### config.mk
export PLATFORM = sky130hd
export DESIGN_NAME = tunnel_top
export DESIGN_NICKNAME = d
export VERILOG_FILES = /design/src/common/tunnel_pkg.sv /design/src/channel_fifo.sv /design/src/rr_arbiter.sv /design/src/tunnel_top.sv /design/src/tunnel_in/tunnel_in.sv /design/src/tunnel_out/tunnel_out.sv
export VERILOG_INCLUDE_DIRS = /design/src /design/src/common
export SDC_FILE = /design/constraint.sdc
export NUM_CORES = 1
export LEC_CHECK = 0
export BUFFER_PORTS_ARGS = -buffer_cell sky130_fd_sc_hd__buf_2
export CORE_MARGIN = 4
export CORE_UTILIZATION = 40
export CTS_BUF_LIST = sky130_fd_sc_hd__clkbuf_8 sky130_fd_sc_hd__clkbuf_16
export CTS_CLUSTER_DIAMETER = 200
export DETAILED_ROUTE_END_ITERATION = 8
export SYNTH_ARGS = -nofsm -noshare
export SYNTH_HDL_FRONTEND = slang
export SYNTH_SLANG_ARGS = --single-unit
### constraint.sdc
create_clock -name clk_i -period 4.7 [get_ports clk_i]
set_input_delay 0 -clock clk_i [delete_from_list [all_inputs] [get_ports clk_i]]
set_output_delay 0 -clock clk_i [all_outputs]
set_load 0.05 [all_outputs]
### src/common/tunnel_defines.svh
`ifndef TUNNEL_DEFINES_SVH
`define TUNNEL_DEFINES_SVH

// payload bits carried by one link word
`define TUNNEL_WIDTH 16

// independent channels multiplexed onto each link direction
`define TUNNEL_NUM_CH 2

// receive fifo depth per channel, also the starting credit count of the sender
`define TUNNEL_REMOTE_CREDITS 8

// log2 of the consumed-word count that makes the receiver send a credit message
`define TUNNEL_LG_DECIMATION 2

// a credit message carries all channel counts in a single word, so
// TUNNEL_NUM_CH * $clog2(TUNNEL_REMOTE_CREDITS + 1) must not exceed TUNNEL_WIDTH.
// with the values above that is 2 * 4 = 8 bits out of 16
// the decimation exponent must stay below the credit count width

`endif

### src/common/tunnel_pkg.sv
`include "tunnel_defines.svh"

package tunnel_pkg;

   // one payload word on the link or in a receive fifo
   typedef logic [`TUNNEL_WIDTH-1:0] data_t;

   // credit count, wide enough to hold the full remote credit value
   typedef logic [$clog2(`TUNNEL_REMOTE_CREDITS+1)-1:0] credit_t;

   // channel index, with one extra code for credit messages
   typedef logic [$clog2(`TUNNEL_NUM_CH+1)-1:0] tag_t;

   // the highest tag value marks a credit message
   localparam tag_t CREDIT_TAG = tag_t'(`TUNNEL_NUM_CH);

   // what a link word carries, as seen by the receiver
   typedef enum logic
   {
      LINK_DATA,
      LINK_CREDIT
   } link_kind_e;

endpackage

### src/channel_fifo.sv
`include "tunnel_defines.svh"

module channel_fifo
   import tunnel_pkg::*;
#(
   parameter int unsigned DEPTH = `TUNNEL_REMOTE_CREDITS
)
(
   input  logic  clk_i,
   input  logic  arst_n_i,
   input  data_t data_i,
   input  logic  v_i,
   output data_t data_o,
   output logic  v_o,
   input  logic  yumi_i
);

   localparam int unsigned AW = (DEPTH > 1) ? $clog2(DEPTH) : 1;
   localparam int unsigned CW = $clog2(DEPTH + 1);

   data_t          mem [DEPTH];
   logic [AW-1:0]  wr_ptr_q;
   logic [AW-1:0]  rd_ptr_q;
   logic [CW-1:0]  count_q;

   // upstream credits keep writes from landing on a full buffer
   always_ff @(posedge clk_i)
   begin
      if (v_i)
      begin
         mem[wr_ptr_q] <= data_i;
      end
   end

   always_ff @(posedge clk_i or negedge arst_n_i)
   begin
      if (!arst_n_i)
      begin
         wr_ptr_q <= '0;
         rd_ptr_q <= '0;
         count_q  <= '0;
      end
      else
      begin
         if (v_i)
            wr_ptr_q <= (wr_ptr_q == AW'(DEPTH - 1)) ? '0 : wr_ptr_q + 1'b1;
         if (yumi_i)
            rd_ptr_q <= (rd_ptr_q == AW'(DEPTH - 1)) ? '0 : rd_ptr_q + 1'b1;
         // simultaneous push and pop leave the count unchanged
         if (v_i && !yumi_i)
            count_q <= count_q + 1'b1;
         else if (!v_i && yumi_i)
            count_q <= count_q - 1'b1;
      end
   end

   assign data_o = mem[rd_ptr_q];
   assign v_o    = (count_q != '0);

endmodule

### src/rr_arbiter.sv
module rr_arbiter
   import tunnel_pkg::*;
#(
   parameter int unsigned NUM_REQ = 2
)
(
   input  logic                  clk_i,
   input  logic                  arst_n_i,
   input  data_t [NUM_REQ-1:0]   data_i,
   input  logic  [NUM_REQ-1:0]   v_i,
   output logic  [NUM_REQ-1:0]   yumi_o,
   output data_t                 data_o,
   output tag_t                  tag_o,
   output logic                  v_o,
   input  logic                  yumi_i
);

   localparam int unsigned PTR_W = (NUM_REQ > 1) ? $clog2(NUM_REQ) : 1;

   logic [PTR_W-1:0] ptr_q;
   logic [PTR_W-1:0] win_idx;
   logic             found;

   // first valid request at or after the pointer, wrapping around
   always_comb
   begin
      int unsigned idx;
      found   = 1'b0;
      win_idx = '0;
      for (int unsigned k = 0; k < NUM_REQ; k++)
      begin
         idx = int'(ptr_q) + k;
         if (idx >= NUM_REQ)
         begin
            idx = idx - NUM_REQ;
         end
         if (!found && v_i[idx])
         begin
            found   = 1'b1;
            win_idx = PTR_W'(idx);
         end
      end
   end

   assign data_o = data_i[win_idx];
   assign tag_o  = tag_t'(win_idx);
   assign v_o    = found;

   // strobe only the winner, and only when downstream takes the word
   always_comb
   begin
      yumi_o = '0;
      if (yumi_i && found)
      begin
         yumi_o[win_idx] = 1'b1;
      end
   end

   // move past the winner so it has lowest priority next time
   always_ff @(posedge clk_i or negedge arst_n_i)
   begin
      if (!arst_n_i)
      begin
         ptr_q <= '0;
      end
      else if (yumi_i && found)
      begin
         if (win_idx == PTR_W'(NUM_REQ - 1))
            ptr_q <= '0;
         else
            ptr_q <= win_idx + 1'b1;
      end
   end

endmodule

### src/tunnel_top.sv
`include "tunnel_defines.svh"

module tunnel_top
   import tunnel_pkg::*;
(
   input  logic                          clk_i,
   input  logic                          arst_n_i,

   // side a sources and sinks
   input  data_t [`TUNNEL_NUM_CH-1:0]    src_data_a_i,
   input  logic  [`TUNNEL_NUM_CH-1:0]    src_valid_a_i,
   output logic  [`TUNNEL_NUM_CH-1:0]    src_yumi_a_o,
   output data_t [`TUNNEL_NUM_CH-1:0]    snk_data_a_o,
   output logic  [`TUNNEL_NUM_CH-1:0]    snk_valid_a_o,
   input  logic  [`TUNNEL_NUM_CH-1:0]    snk_yumi_a_i,

   // side b sources and sinks
   input  data_t [`TUNNEL_NUM_CH-1:0]    src_data_b_i,
   input  logic  [`TUNNEL_NUM_CH-1:0]    src_valid_b_i,
   output logic  [`TUNNEL_NUM_CH-1:0]    src_yumi_b_o,
   output data_t [`TUNNEL_NUM_CH-1:0]    snk_data_b_o,
   output logic  [`TUNNEL_NUM_CH-1:0]    snk_valid_b_o,
   input  logic  [`TUNNEL_NUM_CH-1:0]    snk_yumi_b_i
);

   // link from a to b
   data_t link_data_ab;
   tag_t  link_tag_ab;
   logic  link_valid_ab;
   logic  link_yumi_ab;

   // link from b to a
   data_t link_data_ba;
   tag_t  link_tag_ba;
   logic  link_valid_ba;
   logic  link_yumi_ba;

   // credit paths inside each endpoint
   credit_t [`TUNNEL_NUM_CH-1:0] cred_local_data_a;
   logic                         cred_local_v_a;
   credit_t [`TUNNEL_NUM_CH-1:0] cred_remote_data_a;
   logic                         cred_remote_yumi_a;
   credit_t [`TUNNEL_NUM_CH-1:0] cred_local_data_b;
   logic                         cred_local_v_b;
   credit_t [`TUNNEL_NUM_CH-1:0] cred_remote_data_b;
   logic                         cred_remote_yumi_b;

   tunnel_out tunnel_out_a (
      .clk_i                       (clk_i),
      .arst_n_i                    (arst_n_i),
      .data_i                      (src_data_a_i),
      .valid_i                     (src_valid_a_i),
      .yumi_o                      (src_yumi_a_o),
      .link_data_o                 (link_data_ab),
      .link_tag_o                  (link_tag_ab),
      .link_valid_o                (link_valid_ab),
      .link_yumi_i                 (link_yumi_ab),
      .credit_local_return_data_i  (cred_local_data_a),
      .credit_local_return_v_i     (cred_local_v_a),
      .credit_remote_return_data_i (cred_remote_data_a),
      .credit_remote_return_yumi_o (cred_remote_yumi_a)
   );

   tunnel_in tunnel_in_a (
      .clk_i                       (clk_i),
      .arst_n_i                    (arst_n_i),
      .link_data_i                 (link_data_ba),
      .link_tag_i                  (link_tag_ba),
      .link_valid_i                (link_valid_ba),
      .link_yumi_o                 (link_yumi_ba),
      .data_o                      (snk_data_a_o),
      .valid_o                     (snk_valid_a_o),
      .yumi_i                      (snk_yumi_a_i),
      .credit_local_return_data_o  (cred_local_data_a),
      .credit_local_return_v_o     (cred_local_v_a),
      .credit_remote_return_data_o (cred_remote_data_a),
      .credit_remote_return_yumi_i (cred_remote_yumi_a)
   );

   tunnel_out tunnel_out_b (
      .clk_i                       (clk_i),
      .arst_n_i                    (arst_n_i),
      .data_i                      (src_data_b_i),
      .valid_i                     (src_valid_b_i),
      .yumi_o                      (src_yumi_b_o),
      .link_data_o                 (link_data_ba),
      .link_tag_o                  (link_tag_ba),
      .link_valid_o                (link_valid_ba),
      .link_yumi_i                 (link_yumi_ba),
      .credit_local_return_data_i  (cred_local_data_b),
      .credit_local_return_v_i     (cred_local_v_b),
      .credit_remote_return_data_i (cred_remote_data_b),
      .credit_remote_return_yumi_o (cred_remote_yumi_b)
   );

   tunnel_in tunnel_in_b (
      .clk_i                       (clk_i),
      .arst_n_i                    (arst_n_i),
      .link_data_i                 (link_data_ab),
      .link_tag_i                  (link_tag_ab),
      .link_valid_i                (link_valid_ab),
      .link_yumi_o                 (link_yumi_ab),
      .data_o                      (snk_data_b_o),
      .valid_o                     (snk_valid_b_o),
      .yumi_i                      (snk_yumi_b_i),
      .credit_local_return_data_o  (cred_local_data_b),
      .credit_local_return_v_o     (cred_local_v_b),
      .credit_remote_return_data_o (cred_remote_data_b),
      .credit_remote_return_yumi_i (cred_remote_yumi_b)
   );

endmodule

### src/tunnel_in/tunnel_in.sv
`include "tunnel_defines.svh"

module tunnel_in
   import tunnel_pkg::*;
(
   input  logic                              clk_i,
   input  logic                              arst_n_i,

   // incoming link
   input  data_t                             link_data_i,
   input  tag_t                              link_tag_i,
   input  logic                              link_valid_i,
   output logic                              link_yumi_o,

   // per-channel sinks
   output data_t   [`TUNNEL_NUM_CH-1:0]      data_o,
   output logic    [`TUNNEL_NUM_CH-1:0]      valid_o,
   input  logic    [`TUNNEL_NUM_CH-1:0]      yumi_i,

   // credits received from the far side, handed to our tunnel_out
   output credit_t [`TUNNEL_NUM_CH-1:0]      credit_local_return_data_o,
   output logic                              credit_local_return_v_o,

   // words consumed here since the last credit message
   output credit_t [`TUNNEL_NUM_CH-1:0]      credit_remote_return_data_o,
   input  logic                              credit_remote_return_yumi_i
);

   localparam int unsigned NUM_CH = `TUNNEL_NUM_CH;
   localparam int unsigned CW     = $bits(credit_t);

   link_kind_e           link_kind;
   logic                 data_word_v;
   logic    [NUM_CH-1:0] fifo_wr_v;
   credit_t [NUM_CH-1:0] acc_q;

   // fifo room is guaranteed by credits and credit words need no storage
   assign link_yumi_o = link_valid_i;

   assign link_kind   = (link_tag_i == CREDIT_TAG) ? LINK_CREDIT : LINK_DATA;
   assign data_word_v = link_valid_i && (link_kind == LINK_DATA);

   // a credit word is passed on in the cycle it arrives
   assign credit_local_return_v_o = link_valid_i && (link_kind == LINK_CREDIT);

   for (genvar i = 0; i < NUM_CH; i++)
   begin : g_ch
      // unpack this channel's count from the credit word
      assign credit_local_return_data_o[i] = link_data_i[i*CW +: CW];

      assign fifo_wr_v[i] = data_word_v && (link_tag_i == tag_t'(i));

      channel_fifo #(
         .DEPTH (`TUNNEL_REMOTE_CREDITS)
      ) channel_fifo_inst (
         .clk_i    (clk_i),
         .arst_n_i (arst_n_i),
         .data_i   (link_data_i),
         .v_i      (fifo_wr_v[i]),
         .data_o   (data_o[i]),
         .v_o      (valid_o[i]),
         .yumi_i   (yumi_i[i])
      );

      // consumed-word count, restarted whenever a credit message goes out
      always_ff @(posedge clk_i or negedge arst_n_i)
      begin
         if (!arst_n_i)
         begin
            acc_q[i] <= '0;
         end
         else if (credit_remote_return_yumi_i)
         begin
            // a word taken in the same cycle is not lost
            acc_q[i] <= credit_t'(yumi_i[i]);
         end
         else
         begin
            acc_q[i] <= acc_q[i] + credit_t'(yumi_i[i]);
         end
      end
   end

   assign credit_remote_return_data_o = acc_q;

endmodule

### src/tunnel_out/tunnel_out.sv
`include "tunnel_defines.svh"

module tunnel_out
   import tunnel_pkg::*;
(
   input  logic                              clk_i,
   input  logic                              arst_n_i,

   // per-channel sources
   input  data_t   [`TUNNEL_NUM_CH-1:0]      data_i,
   input  logic    [`TUNNEL_NUM_CH-1:0]      valid_i,
   output logic    [`TUNNEL_NUM_CH-1:0]      yumi_o,

   // outgoing link
   output data_t                             link_data_o,
   output tag_t                              link_tag_o,
   output logic                              link_valid_o,
   input  logic                              link_yumi_i,

   // credits coming home from the far receiver, via our tunnel_in
   input  credit_t [`TUNNEL_NUM_CH-1:0]      credit_local_return_data_i,
   input  logic                              credit_local_return_v_i,

   // counts consumed locally, to be sent to the far sender
   input  credit_t [`TUNNEL_NUM_CH-1:0]      credit_remote_return_data_i,
   output logic                              credit_remote_return_yumi_o
);

   localparam int unsigned NUM_CH = `TUNNEL_NUM_CH;
   localparam int unsigned CW     = $bits(credit_t);

   credit_t [NUM_CH-1:0] credit_q;
   logic    [NUM_CH-1:0] local_avail;
   logic    [NUM_CH-1:0] remote_avail;
   logic                 credit_req;
   data_t                credit_payload;
   data_t   [NUM_CH:0]   arb_data;
   logic    [NUM_CH:0]   arb_v;
   logic    [NUM_CH:0]   arb_yumi;

   for (genvar i = 0; i < NUM_CH; i++)
   begin : g_ch
      // up by returned credits, down by one per word sent
      always_ff @(posedge clk_i or negedge arst_n_i)
      begin
         if (!arst_n_i)
         begin
            credit_q[i] <= credit_t'(`TUNNEL_REMOTE_CREDITS);
         end
         else
         begin
            credit_q[i] <= credit_q[i]
                         + (credit_local_return_v_i ? credit_local_return_data_i[i] : '0)
                         - credit_t'(yumi_o[i]);
         end
      end

      assign local_avail[i]  = |credit_q[i];
      // any count at or above the decimation threshold is worth a message
      assign remote_avail[i] = |credit_remote_return_data_i[i][CW-1:`TUNNEL_LG_DECIMATION];
   end

   assign credit_req     = |remote_avail;
   // all counts packed into the low bits, channel 0 lowest
   assign credit_payload = data_t'(credit_remote_return_data_i);

   // the credit slot sits above the channels so its index equals CREDIT_TAG
   assign arb_data = {credit_payload, data_i};
   assign arb_v    = {credit_req, valid_i & local_avail};

   rr_arbiter #(
      .NUM_REQ (NUM_CH + 1)
   ) rr_arbiter_inst (
      .clk_i    (clk_i),
      .arst_n_i (arst_n_i),
      .data_i   (arb_data),
      .v_i      (arb_v),
      .yumi_o   (arb_yumi),
      .data_o   (link_data_o),
      .tag_o    (link_tag_o),
      .v_o      (link_valid_o),
      .yumi_i   (link_yumi_i)
   );

   assign yumi_o                      = arb_yumi[NUM_CH-1:0];
   assign credit_remote_return_yumi_o = arb_yumi[NUM_CH];

endmodule
==> summary.md <==
| Metric | Value |
|---|---|
| Mapped Cells | 1,262 |
| Hold Vio Cnt, Final | 0 |
| Height of the die | 256 um |
| Setup Crit Path Kind | register to register |
| Total die area | 65,400 um^2 |
| Crit path launch type | register |
| Dpl cell area | 26,400 um^2 |
| Final setup TNS | 0 ns |
| Cell Pwr Density | 783 nW/um^2 |
| First-pass GRT wire length | 80,500 um |
| TritonCTS clock tree | yes |
| Layout cell share with drive strength beyond 1 | 35.8% |
| Cell internal pwr | 13.8 mW |
| Global route overflow | 0 |
| Clk pwr share | 20.3% |
| Crit share post-route | 70.5% |
| Post-Synth Adder-Cell Area | 3.95% |
| Sw Share | 38.4% |
| Fraction of the mapped netlist area in compound gates | 3.23% |
| Critical path's slowest cell | dlygate4sd3_1 |
| Antenna Cells | 0 |
| Avg Inst Size Synth | 19.5 um^2 |
| Drt wl/cell | 23.0 um |
| Wirelength, routed | 53,000 um |
| Sequential share of power | 39.0% |
| Post-CTS Setup Bufs | 0 |
| Synthesized flop and latch total | 588 |
| Area occupied by registers | 17,300 um^2 |
| Vias in the first global route | 12,800 |
| Clk root buf | clkbuf_16 |
| Final HPWL DP | 33,500 um |
| RSZ-0062 raised after global routing | no |
| Width of the die | 256 um |
| Post-Synth Simple-Gate Area | 3.09% |
| Clk Latency, worst-skew pair | 0.64 ns |
| Max Cap Viol | 0 |
| Multiplexer share of the synthesized area | 15.8% |
| DR iter-0 viols | 803 |
| CP max FO | 24 |
| Clock sink total | 588 |
| Via Count | 12,200 |
| # hold bufs at CTS | 17 |
| Share of flip-flops with an asynchronous set or reset | 12.9% |
| Post-CTS sizing | 0 |
| Largest net degree at the start of global routing | 70 |
| Worst-path cell chain | inv_1, ha_1, or3_1, o311ai_1, a211oi_4, buf_4, nand2_1, o311ai_1, dlygate4sd3_1, buf_4 |
| Gpl congestion | 0.844 |
| Largest family of logic cells by synthesized area | multiplexers |
| Final ANT Viol Nets | 0 |
| Gate power share | 40.6% |
| Slew @ Worst Pin | 1.09 ns |
| Clock Skew | 0.0571 ns |
| Clock buffer depth | 3 |
| Nets | 1,613 |
| Commonest non-fill, non-tap cells in the layout | edfxtp_1 (512), buf_2 (144), mux4_2 (128) |
| Port Buffers | 145 |
| XOR/XNOR Fraction of Synth Area | 1.43% |
| Required time of the critical path | 5.11 ns |
| Finished Layout Cells | 2,300 |
| Setup violators final | 0 |
| P_leak | 10.1 nW |
| Min Hold Slack | 0.0209 ns |
| CP Capture Type | register |
| Core area | 60,600 um^2 |
| Clock Pin Slew Worst Setup and Hold Paths | 0.06 ns |
| Yosys cell types | 61 |
| Multi-input gate area | 6880 um^2 |
| Max-slew headroom | 27.1% |
| Seq/Total Area, Yosys | 70.4% |
| Switching Power | 8.59 mW |
| Placed cell count | 2,170 |
| Area growth from synthesis to layout | 16.1% |
| Inserted Clock Buffers | 60 |
| Hold Path Class | input pin to register |
| Initial antenna violation count | 1 |
| Commonest non-fill, non-tap cell in the layout | edfxtp_1 |
| I/O pin count | 146 |
| Mapped Area | 24,600 um^2 |
| Worst EP arrival | 3.73 ns |
| CP max stage delay | 0.57 ns |
| Synth Flop Type | edfxtp_1 |
| Fmax achieved | 302 MHz |
| Htree depth | 2 |
| Syn nets | 1,408 |
| Maximum vdd ir drop | 0.000405 V |
| Fillers | 5,049 |
| Yosys warnings | 0 |
| DRC viols | 0 |
| Std-Cell Rows | 90 |
| Fin. max-slew vios | 0 |
| Drt pass-1 iters | 4 |
| Initial Util | 40.5% |
| DR vias/cell | 5.29 |
| Final non-filler cell area | 28,500 um^2 |
| All-Layer GR Usage | 16.1% |
| Post-layout min period | 3.32 ns |
| Outcome | completed |
| EDFF count, synth | 512 |
## sequential cells by signal, summed over array words and instances (netlist names)
signal                                       count
tunnel_out_a.credit_q                            8
tunnel_in_b.credit_remote_return_data_o          8
tunnel_out_b.rr_arbiter_inst.ptr_q               2
tunnel_in_a.g_ch.channel_fifo_inst.wr_ptr_q      6
tunnel_in_a.credit_remote_return_data_o          8
tunnel_in_b.g_ch.channel_fifo_inst.rd_ptr_q      6
tunnel_out_a.rr_arbiter_inst.ptr_q               2
tunnel_in_a.g_ch.channel_fifo_inst.rd_ptr_q      6
tunnel_out_b.credit_q                            8
tunnel_in_b.g_ch.channel_fifo_inst.count_q       8
tunnel_in_a.g_ch.channel_fifo_inst.mem         256
tunnel_in_b.g_ch.channel_fifo_inst.wr_ptr_q      6
tunnel_in_a.g_ch.channel_fifo_inst.count_q       8
tunnel_in_b.g_ch.channel_fifo_inst.mem         256
## layout make-up
cell class | count | share of cell area, %
sequential | 588 | 60.6
multi-input combinational | 548 | 24.1
clock buffer | 61 | 5.35
timing repair buffer | 205 | 4.28
tap | 782 | 3.43
clock inverter | 52 | 1.39
inverter | 64 | 0.842
## kinds of logic after synthesis
logic type	Yosys count
XOR/XNOR	40
adder cells (fa/ha/maj)	73
flip-flops	588
AND/OR/NAND/NOR	130
multiplexers	216
buffers and inverters	126
AO/OA/AOI/OAI	89
## metal layers
metal	share of wire [%]	vias to the layer above	global-route usage, %
met5	0.025	-	0
met4	1.6	2	3.32
met1	44	6368	22.2
met3	5.3	69	3.56
met2	49	266	26.5
li1	-	5463	-
## power by group through the flow
stage | Sequential (mW) | Clock, mW | Combinational [mW]
2_1_floorplan | 8.26 | 0 | 7.16
3_3_place_gp | 8.80 | 0 | 9.04
3_5_place_dp | 8.86 | 0 | 9.21
4_1_cts | 8.75 | 4.68 | 9.26
5_1_grt | 8.86 | 4.90 | 9.85
6_report | 8.72 | 4.55 | 9.08
## Yosys cell counts, types with 3 or more instances
library cell  instances  area share, %
mux2_2               88            4.0
or4_1                 5           0.15
and4bb_2              3           0.15
buf_4                 6           0.18
ha_1                 64            3.3
buf_2                20           0.41
clkbuf_1             30           0.46
nor3_1               10           0.20
nor2b_1               5           0.13
o41ai_4               3           0.34
nand2_1              32           0.49
a21o_1               11           0.34
xnor2_1              31            1.1
nand2b_1              3          0.076
o311ai_0              8           0.29
nand3_1               6           0.12
buf_1                 4          0.061
o21ai_0              11           0.22
and2_1                9           0.23
a21oi_1              11           0.22
xor2_1                9           0.32
a211oi_1              3          0.092
a22o_1               18           0.64
fa_1                  8           0.65
nand3b_1              3          0.092
inv_1                64           0.98
nor3b_1               6           0.18
edfxtp_1            512             63
dfstp_2               4           0.43
a221o_1               8           0.33
o2bb2ai_1             3           0.11
mux4_2              128             12
dfrtp_1              72            7.3
nor2_1               27           0.41
and4b_1               3           0.12
## metrics by stage
stage	setup WS [ns]	power, mW	utilization [%]
2_1_floorplan	0.882	15.4	-
3_3_place_gp	1.51	17.8	43.6
3_5_place_dp	1.45	18.1	43.6
4_1_cts	1.36	22.7	47.1
5_1_grt	1.16	23.6	47.1
6_report	1.38	22.3	47.1
## path summary, 6_finish.rpt
check                                                                       from                                                to  slack (ns)  cells after the start
worst max-delay path                       tunnel_out_a.rr_arbiter_inst.ptr_q[0]   tunnel_in_b.g_ch[1].channel_fifo_inst.mem[2][6]        1.38                     10
worst max register to register             tunnel_out_a.rr_arbiter_inst.ptr_q[0]   tunnel_in_b.g_ch[1].channel_fifo_inst.mem[2][6]        1.38                     10
worst min register to register  tunnel_in_a.g_ch[1].channel_fifo_inst.count_q[3]  tunnel_in_a.g_ch[1].channel_fifo_inst.count_q[3]        0.46                      1
max in group asynchronous                                               arst_n_i                                         async pin        3.79                      3
worst min-delay path                                            src_data_b_i[22]   tunnel_in_a.g_ch[0].channel_fifo_inst.mem[7][6]        0.02                      3
min in group asynchronous                                               arst_n_i                                         async pin        0.17                      3
## worst max-delay path, delay by kind of cell (launching register included)
kind                     cells  cell delay (ns)
AO/OA/AOI/OAI                3             0.75
adder cells (fa/ha/maj)      1             0.41
buffers and inverters        4             1.24
AND/OR/NAND/NOR              2             0.31
flip-flops                   1             0.38
No activity file was read; power rests on OpenSTA's default activity.
